**config.mk**
```make
export PLATFORM = sky130hd
export DESIGN_NAME = ddr_bridge_top
export DESIGN_NICKNAME = d
export VERILOG_FILES = /design/src/hdl/ddr_bridge_pkg.sv /design/src/hdl/cpu_req_capture.sv /design/src/hdl/ddr_bridge_top.sv /design/src/hdl/line_assembler.sv /design/src/hdl/mig_cmd_sequencer.sv
export SDC_FILE = /design/constraint.sdc
export NUM_CORES = 1
export LEC_CHECK = 0
export BUFFER_PORTS_ARGS = -buffer_cell sky130_fd_sc_hd__buf_2
export CAP_MARGIN = 20
export CORE_AREA = 2 2 331 333
export CTS_BUF_LIST = sky130_fd_sc_hd__clkbuf_2
export CTS_CLUSTER_DIAMETER = 150
export DETAILED_ROUTE_END_ITERATION = 10
export DIE_AREA = 0 0 333 335
export PLACE_DENSITY_LB_ADDON = 0.05
export SETUP_SLACK_MARGIN = 0.5
export SYNTH_ARGS = -nofsm -noshare
export SYNTH_HDL_FRONTEND = slang
export SYNTH_SLANG_ARGS = --single-unit
```
**constraint.sdc**
```tcl
create_clock -name ui_clk -period 10.8 [get_ports ui_clk]
set_input_delay 1.62 -clock ui_clk [delete_from_list [all_inputs] [get_ports ui_clk]]
set_output_delay 1.62 -clock ui_clk [all_outputs]
set_load 0.01 [all_outputs]
```
**src/hdl/ddr_bridge_pkg.sv**
```systemverilog
package ddr_bridge_pkg;

    // ------------------------------
    // Widths
    // ------------------------------

    // Processor line and controller beat
    localparam int LINE_W = 256;
    localparam int BEAT_W = 128;

    // Processor word address, 4-byte aligned
    localparam int ADDR_W = 30;

    // Controller byte address
    localparam int APP_ADDR_W = 27;

    // ------------------------------
    // Controller encodings
    // ------------------------------

    // Low address field of each beat within a line
    localparam logic [4:0] BEAT_OFS0 = 5'd0;
    localparam logic [4:0] BEAT_OFS1 = 5'd16;

    // MIG user interface command codes
    localparam logic [2:0] CMD_WRITE = 3'd0;
    localparam logic [2:0] CMD_READ  = 3'd1;

    // ------------------------------
    // Shared types
    // ------------------------------

    // One line, flat or as two beats; beat 0 sits in the low half
    typedef union packed {
        logic [LINE_W-1:0]      flat;
        logic [1:0][BEAT_W-1:0] beat;
    } ddr_line_u;

    // Processor request
    typedef struct packed {
        logic              write;
        logic [ADDR_W-1:0] addr;
        ddr_line_u         line;
    } cpu_req_t;

    // Controller command channel
    typedef struct packed {
        logic                  en;
        logic [2:0]            cmd;
        logic [APP_ADDR_W-1:0] addr;
    } app_cmd_t;

    // Controller write data channel
    typedef struct packed {
        logic              wren;
        logic [BEAT_W-1:0] data;
    } app_wdf_t;

    // Controller read return
    typedef struct packed {
        logic              valid;
        logic [BEAT_W-1:0] data;
    } app_rd_t;

endpackage

```
**src/hdl/cpu_req_capture.sv**
```systemverilog
`timescale 1ns/1ps

module cpu_req_capture (
    input  logic                     ui_clk,
    input  logic                     rst,
    input  logic                     ram_en,
    input  ddr_bridge_pkg::cpu_req_t req,
    input  logic                     op_done,
    output logic                     ram_rdy,
    output ddr_bridge_pkg::cpu_req_t held_req,
    output logic                     start
);

    // Request is only taken while idle
    logic accept;

    assign accept = ram_en && ram_rdy;

    // ------------------------------
    // Busy flag and start pulse
    // ------------------------------

    // ram_rdy drops the cycle after an accepted request
    // and comes back once the sequencer reports done
    always_ff @(posedge ui_clk) begin
        if (!rst) begin
            ram_rdy <= 1'b1;
            start   <= 1'b0;
        end else begin
            start <= accept;
            if (accept) begin
                ram_rdy <= 1'b0;
            end else if (op_done) begin
                ram_rdy <= 1'b1;
            end
        end
    end

    // ------------------------------
    // Request register
    // ------------------------------

    // Held for the whole operation, the
    // sequencer reads address and data from here
    always_ff @(posedge ui_clk) begin
        if (accept) begin
            held_req <= req;
        end
    end

endmodule

```
**src/hdl/ddr_bridge_top.sv**
```systemverilog
`timescale 1ns/1ps

module ddr_bridge_top (
    input  logic                      ui_clk,
    input  logic                      rst,

    // Processor side
    input  logic                      ram_en,
    input  ddr_bridge_pkg::cpu_req_t  req,
    output logic                      ram_rdy,
    output ddr_bridge_pkg::ddr_line_u rd_line,
    output logic                      rd_line_valid,

    // Controller user interface
    input  logic                      init_calib_complete,
    input  logic                      app_rdy,
    input  logic                      app_wdf_rdy,
    output ddr_bridge_pkg::app_cmd_t  app_cmd,
    output ddr_bridge_pkg::app_wdf_t  app_wdf,
    input  ddr_bridge_pkg::app_rd_t   app_rd
);

    ddr_bridge_pkg::cpu_req_t held_req;
    logic                     start;
    logic                     op_done;
    logic [1:0]               beat_count;

    // ------------------------------
    // Request capture
    // ------------------------------

    cpu_req_capture u_capture (
        .ui_clk   (ui_clk),
        .rst      (rst),
        .ram_en   (ram_en),
        .req      (req),
        .op_done  (op_done),
        .ram_rdy  (ram_rdy),
        .held_req (held_req),
        .start    (start)
    );

    // ------------------------------
    // Command sequencing
    // ------------------------------

    mig_cmd_sequencer u_seq (
        .ui_clk              (ui_clk),
        .rst                 (rst),
        .start               (start),
        .held_req            (held_req),
        .init_calib_complete (init_calib_complete),
        .app_rdy             (app_rdy),
        .app_wdf_rdy         (app_wdf_rdy),
        .beat_count          (beat_count),
        .app_cmd             (app_cmd),
        .app_wdf             (app_wdf),
        .op_done             (op_done)
    );

    // Read data return
    line_assembler u_asm (
        .ui_clk        (ui_clk),
        .rst           (rst),
        .start         (start),
        .app_rd        (app_rd),
        .done          (op_done),
        .beat_count    (beat_count),
        .rd_line       (rd_line),
        .rd_line_valid (rd_line_valid)
    );

endmodule

```
**src/hdl/line_assembler.sv**
```systemverilog
`timescale 1ns/1ps

module line_assembler (
    input  logic                      ui_clk,
    input  logic                      rst,
    input  logic                      start,
    input  ddr_bridge_pkg::app_rd_t   app_rd,
    input  logic                      done,
    output logic [1:0]                beat_count,
    output ddr_bridge_pkg::ddr_line_u rd_line,
    output logic                      rd_line_valid
);

    // Beats arrive in command order, so the count picks the half
    logic line_full;
    logic store_beat;

    assign line_full  = (beat_count == 2'd2);
    assign store_beat = app_rd.valid && !line_full;

    // ------------------------------
    // Beat counter
    // ------------------------------

    // Cleared at the start of every operation
    always_ff @(posedge ui_clk) begin
        if (!rst) begin
            beat_count <= 2'd0;
        end else if (start) begin
            beat_count <= 2'd0;
        end else if (store_beat) begin
            beat_count <= beat_count + 2'd1;
        end
    end

    // ------------------------------
    // Line buffer
    // ------------------------------

    // Beat 0 into the low half, beat 1 into the high half
    always_ff @(posedge ui_clk) begin
        if (store_beat) begin
            rd_line.beat[beat_count[0]] <= app_rd.data;
        end
    end

    // Writes leave the count at zero, so no pulse for them
    assign rd_line_valid = done && line_full;

endmodule

```
**src/hdl/mig_cmd_sequencer.sv**
```systemverilog
`timescale 1ns/1ps

module mig_cmd_sequencer (
    input  logic                     ui_clk,
    input  logic                     rst,
    input  logic                     start,
    input  ddr_bridge_pkg::cpu_req_t held_req,
    input  logic                     init_calib_complete,
    input  logic                     app_rdy,
    input  logic                     app_wdf_rdy,
    input  logic [1:0]               beat_count,
    output ddr_bridge_pkg::app_cmd_t app_cmd,
    output ddr_bridge_pkg::app_wdf_t app_wdf,
    output logic                     op_done
);

    typedef enum logic [1:0] {
        ST_IDLE,
        ST_BEAT0,
        ST_BEAT1,
        ST_RD_WAIT
    } seq_state_e;

    seq_state_e state;
    seq_state_e state_next;

    // Per-beat progress, command and data may be taken in different cycles
    logic cmd_taken;
    logic data_taken;

    logic       in_beat;
    logic       beat_sel;
    logic       is_write;
    logic       cmd_fire;
    logic       data_fire;
    logic       cmd_ok;
    logic       data_ok;
    logic       beat_done;
    logic       rd_complete;
    logic [4:0] beat_ofs;

    assign in_beat  = (state == ST_BEAT0) || (state == ST_BEAT1);
    assign beat_sel = (state == ST_BEAT1);
    assign is_write = held_req.write;
    assign beat_ofs = beat_sel ? ddr_bridge_pkg::BEAT_OFS1 : ddr_bridge_pkg::BEAT_OFS0;

    // ------------------------------
    // Controller outputs
    // ------------------------------

    // Address is the low 22 word bits plus the beat offset
    always_comb begin
        app_cmd.en   = in_beat && !cmd_taken;
        app_cmd.cmd  = is_write ? ddr_bridge_pkg::CMD_WRITE : ddr_bridge_pkg::CMD_READ;
        app_cmd.addr = {held_req.addr[21:0], beat_ofs};
    end

    // Write data goes out together with its command
    always_comb begin
        app_wdf.wren = in_beat && is_write && !data_taken;
        app_wdf.data = held_req.line.beat[beat_sel];
    end

    // ------------------------------
    // Handshake tracking
    // ------------------------------

    assign cmd_fire  = app_cmd.en && app_rdy && init_calib_complete;
    assign data_fire = app_wdf.wren && app_wdf_rdy;

    // Reads have no data half to wait for
    assign cmd_ok    = cmd_taken || cmd_fire;
    assign data_ok   = !is_write || data_taken || data_fire;
    assign beat_done = in_beat && cmd_ok && data_ok;

    assign rd_complete = (beat_count == 2'd2);

    always_ff @(posedge ui_clk) begin
        if (!rst) begin
            cmd_taken  <= 1'b0;
            data_taken <= 1'b0;
        end else if (beat_done || !in_beat) begin
            cmd_taken  <= 1'b0;
            data_taken <= 1'b0;
        end else begin
            if (cmd_fire) begin
                cmd_taken <= 1'b1;
            end
            if (data_fire) begin
                data_taken <= 1'b1;
            end
        end
    end

    // ------------------------------
    // FSM
    // ------------------------------

    always_comb begin
        state_next = state;
        case (state)
            ST_IDLE: begin
                if (start) begin
                    state_next = ST_BEAT0;
                end
            end
            ST_BEAT0: begin
                if (beat_done) begin
                    state_next = ST_BEAT1;
                end
            end
            ST_BEAT1: begin
                if (beat_done) begin
                    state_next = is_write ? ST_IDLE : ST_RD_WAIT;
                end
            end
            ST_RD_WAIT: begin
                // Both beats back at the assembler
                if (rd_complete) begin
                    state_next = ST_IDLE;
                end
            end
            default: begin
                state_next = ST_IDLE;
            end
        endcase
    end

    always_ff @(posedge ui_clk) begin
        if (!rst) begin
            state <= ST_IDLE;
        end else begin
            state <= state_next;
        end
    end

    // Write ends once beat 1 is fully taken, read once both beats returned
    assign op_done = (beat_sel && is_write && beat_done) ||
                     ((state == ST_RD_WAIT) && rd_complete);

endmodule

```
## After elaboration in Yosys (flattened, before gate mapping)

Index checks and enable logic that the tools add are counted.

- Add/subtract/negate cells: 1
- Order comparisons: 3
- Eq/ne operators: 8
- Muxes and demuxes: 15
- Bitwise gates (word level): 1
- Reduce and logical (&&, ||, !) cells: 31

Operator list:

| cell | number |
|---|---|
| $mux W128 | 3 |
| $bwmux W256 | 1 |
| $demux W128 S1 | 1 |
| $logic_and A1 B1 Y1 | 15 |
| $mux W2 | 5 |
| $pmux W2 S4 | 1 |
| $eq A2 B2 Y1 const B | 3 |
| $logic_or A1 B1 Y1 | 6 |
| $logic_not A1 Y1 | 5 |
| $mux W5 | 1 |
| $lt A1 B2 Y1 const B | 2 |
| $ne A2 B1 Y1 const B | 2 |
| $ne A2 B2 Y1 const B | 2 |
| $reduce_and A4 Y1 | 1 |
| $reduce_or A2 Y1 | 2 |
| $mux W1 | 3 |
| $add A2 B1 Y2 const B | 1 |
| $eq A2 B1 Y1 const B | 1 |
| $logic_not A2 Y1 | 1 |
| $reduce_bool A2 Y1 | 1 |
| $ge A1 B1 Y1 const B | 1 |
| $not A1 Y1 | 1 |

- Register bits: 543
- Input bits: 422
- Output and inout port bits: 418
- Logic and storage cells: 69

## Longest topological paths before layout

- Depth after elaboration: 12
- Mapped depth: 7
- Depth with buffers taken out: 6

## Modules after synthesis

From an unflattened synthesis, not the netlist that was laid out.

- Cells, all modules: 771
- Area, all modules: 18516.5 um^2

Modules (own cells, without submodules):

| module | times used | cells an instance | area an instance (um^2) | seq. area each (um^2) |
|---|---|---|---|---|
| cpu_req_capture | 1 | 293 | 8687.1 | 8658.3 |
| line_assembler | 1 | 269 | 7805.0 | 7727.4 |
| mig_cmd_sequencer | 1 | 209 | 2024.4 | 80.1 |

## Worst setup path before layout

No wires, ideal clock.

- Kind: input port to flip-flop
- From: input port ram_en
- To: register, netlist name u_capture.held_req[0]
- Library setup time: 0.675 ns
- Arrival time: 7.893 ns
- Required time: 10.125 ns
- Slack: 2.232 ns
- Stages: 1
- Path buffers: 0
- Cell sequence: and2_1

- Word-level cells in the longest chain between the ends: 1

Ends and longest elaborated chain:

| what | RTL line | source |
|---|---|---|
| start: declaration | ddr_bridge_top.sv:8 | `input logic ram_en,` |
| $logic_and A1 B1 Y1 | cpu_req_capture.sv:17 | `assign accept = ram_en && ram_rdy;` |

No other way between the ends.
A chain may end at the register's enable or synchronous reset.

==> flow_metrics.env <==
export IMPL_grt_pass1_vias=12200
export IMPL_power_leakage_nw=10.13
export IMPL_skew_ns=0.08226
export IMPL_maxSlewViolCount=0
export IMPL_multi_input_area_um2=1778
export IMPL_ys_types=27
export IMPL_setup_worst_path_start_class="register"
export IMPL_grt_max_degree=159
export IMPL_cts_buffers=158
export IMPL_ir_worst_vdd_v=0.00006863
export IMPL_cp_slowest_cell="buf_4"
export IMPL_ys_seq_elements=543
export IMPL_cts_setup_buffers=0
export IMPL_period_minus_slack_ns=5.615
export IMPL_sw_frac_of_total=0.2812
export IMPL_core_um2=108100
export IMPL_antenna_found_initial=39
export IMPL_htree_num_levels=4
export IMPL_antenna_left=0
export IMPL_initial_core_util=0.1692
export IMPL_r2r_slack_ns=7.50
export IMPL_drive_above_1_share=0.6068
export IMPL_design_area_um2=25400
export IMPL_die_area_um2=111600
export IMPL_routedWlPerCell_um=19.81
export IMPL_syn_inst=762
export IMPL_die_h_um=335
export IMPL_cts_hold_buf=0
export IMPL_crit_required_ns=9.18
export IMPL_grt_pass1_wl_mm=87.43
export IMPL_num_vias=11190
export IMPL_max_freq_ghz=0.1781
export IMPL_syn_area_um2=18290
export IMPL_cp_max_fo=50
export IMPL_power_frac_comb=0.132
export IMPL_cp_num_buf_inv=3
export IMPL_clkTransAtPathRegs_ns=0.10
export IMPL_crit_chain="inv_1 > ha_4 > buf_4 > mux2_1 > buf_2"
export IMPL_endpoint_kind="output port"
export IMPL_powerDensity_nw_per_um2=181.7
export IMPL_nFillCells=11630
export IMPL_seq_area_um2=16230
export IMPL_die_width_um=333
export IMPL_place_area_um2=24000
export IMPL_fin_util=0.2349
export IMPL_drt_initial_drc_count=448
export IMPL_critPathArrivalTime_ns=3.99
export IMPL_drcViolationCount=0
export IMPL_syn_area_per_cell_um2=24.00
export IMPL_worstMarginPinSlew_ns=1.047
export IMPL_cts_sinks=543
export IMPL_internal_power_w=0.003318
export IMPL_path_class="reg -> out"
export IMPL_cts_buffer_depth=3
export IMPL_yosysWarningCount=0
export IMPL_min_path_type="in -> reg"
export IMPL_min_period_over_period=0.5199
export IMPL_fin_nets=2143
export IMPL_overflow=0
export IMPL_setup_viol=0
export IMPL_p_clk_frac=0.326
export IMPL_crit_family="buffers and inverters"
export IMPL_cts_root_buf="clkbuf_2"
export IMPL_status="finished clean"
export IMPL_cts_resized=0
export IMPL_drt_pass1_iterations=4
export IMPL_hpwl_mm=47.54
export IMPL_max_slew_margin=0.3019
export IMPL_port_buffers=825
export IMPL_clk_latency_ns=1.34
export IMPL_vias_per_cell=3.442
export IMPL_fin_tns_setup_ns=0
export IMPL_maxCapViolations=0
export IMPL_rsz0062_at_grt="false"
export IMPL_p_switching_w=0.001298
export IMPL_io_pins=840
export IMPL_routed_wl_mm=64.44
export IMPL_cp_slowest_stage_delay_ns=0.78
export IMPL_ys_seq_area_frac=0.8872
export IMPL_final_hold_viol_count=0
export IMPL_grtUsageTotal=0.1120
export IMPL_p_seq_frac=0.542
export IMPL_cts_tree="built"
export IMPL_num_rows=121
export IMPL_routabilityCongestion=0.7203
export IMPL_area_delta_synth_final_pct=38.87
==> logic make-up (layout without fill, tap and decap cells) <==
logic type                 count (synthesis)  in the layout  share of synthesized area
AOI/OAI and AO/OA                         13             13                   0.006842
adders and majority gates                  5              5                   0.003421
buffers and inverters                     52           1106                    0.01765
DFF                                      543            543                     0.8872
muxes                                    128            128                    0.07882
other                                      1             23                  0.0002051
and+or+nand+nor                           20             20                   0.005816
==> per-stage QoR <==
step / hold slack (ns) / cells / setup slack (ns) / total power [W]
2_1_floorplan: 0.4744 / 767 / 2.232 / 0.002867
6_report: 0.4621 / 3252 / 5.185 / 0.004616
4_1_cts: 0.07666 / 3235 / 4.717 / 0.004774
3_3_place_gp: 0.4982 / 2970 / 6.277 / 0.003185
3_5_place_dp: 0.4951 / 2970 / 6.304 / 0.003186
5_1_grt: 0.1277 / 3243 / 4.634 / 0.004907
==> layer usage <==
layer	wire length (um)	share of wire	up-vias	GRT usage
met3	10390	0.16	195	0.08946
met4	1794	0.028	42	0.04496
met1	20830	0.32	5257	0.09966
li1	-	-	5024	-
met5	250	0.0039	-	0
met2	31180	0.48	674	0.1867
==> cells in the mapped netlist <==
| library cell | count | area (um2) |
|---|---|---|
| conb_1 | 1 | 3.750 |
| a211oi_1 | 2 | 15.01 |
| and3_1 | 1 | 6.260 |
| and2_1 | 3 | 18.77 |
| a21oi_1 | 4 | 20.02 |
| buf_2 | 15 | 75.07 |
| a31oi_1 | 1 | 6.260 |
| nor3_1 | 1 | 5.000 |
| nor4_1 | 1 | 6.260 |
| nor2_1 | 8 | 30.03 |
| ha_1 | 5 | 62.56 |
| nand3_1 | 1 | 5.000 |
| buf_4 | 29 | 217.7 |
| edfxtp_1 | 535 | 16070 |
| mux2_2 | 22 | 247.7 |
| o32ai_4 | 1 | 27.53 |
| a31oi_2 | 1 | 12.51 |
| dfxtp_1 | 8 | 160.2 |
| nand2_1 | 2 | 7.510 |
| a311oi_1 | 2 | 17.52 |
| nor2b_1 | 1 | 6.260 |
| inv_1 | 8 | 30.03 |
| nor3b_2 | 1 | 12.51 |
| nor4b_1 | 1 | 8.760 |
| o21ai_1 | 1 | 5.000 |
| mux2_1 | 106 | 1194 |
| a22oi_4 | 1 | 21.27 |
==> worst paths after layout <==
kind / start / end / cells after the start
max: u_seq.state[0]$_SDFFE_PN0P_ / app_wdf[52] / 5
min: app_rd[93] / u_asm.rd_line[221]$_DFFE_PP_ / 1
max reg2reg: u_asm.beat_count[0]$_SDFFE_PP0P_ / u_asm.rd_line[9]$_DFFE_PP_ / 6
min reg2reg: u_asm.beat_count[1]$_SDFFE_PP0P_ / u_asm.beat_count[1]$_SDFFE_PP0P_ / 2
==> power groups by stage <==
| stage | clock, W | combinational, W | sequential (W) |
|---|---|---|---|
| after floorplan | 0 | 0.000267 | 0.00260 |
| after global placement | 0 | 0.000639 | 0.00255 |
| after detailed placement | 0 | 0.000637 | 0.00255 |
| after CTS | 0.00163 | 0.000639 | 0.00250 |
| after global routing | 0.00172 | 0.000672 | 0.00251 |
| final | 0.00151 | 0.000610 | 0.00250 |
==> flip-flops by register name (all words and copies together) (netlist names) <==
register and count:
u_asm.beat_count 2, u_asm.rd_line 256, u_seq.cmd_taken 1, u_capture.ram_rdy 1
u_seq.state 2, u_capture.start 1, u_seq.data_taken 1, u_capture.held_req 279
==> cell usage in the layout (no fill, tap or decap), types with 2 or more instances in the layout <==
cell type,n
bufinv_16,2
buf_4,7
conb_1,6
a211oi_1,2
clkbuf_2,229
clkinv_4,2
a21oi_1,4
mux2_2,22
nand2_1,2
nor2_1,8
clkinv_1,23
buf_2,825
and2_4,3
a311oi_1,2
diode_2,17
inv_2,7
ha_1,4
mux2_1,106
dfxtp_1,8
edfxtp_1,535
inv_1,8
==> worst reg2reg max path, cell delays in order (launching register included) <==
cell     delay (ns)
dfxtp_1        0.33
inv_1          0.07
ha_1           0.23
nor2b_1        0.28
and2_4         0.40
buf_4          0.64
buf_4          0.88
==> cell type report <==
| cell class | count | share of cell area |
|---|---|---|
| clock buffers | 229 | 0.04513 |
| repair buffers | 833 | 0.1654 |
| flip-flops and latches | 543 | 0.6389 |
| well taps | 1414 | 0.06967 |
| inverters | 8 | 0.001182 |
| diodes | 17 | 0.001675 |
| clock inverters | 36 | 0.007981 |
| multi-input cells | 172 | 0.07001 |
Power figures use the tool's default switching activity.
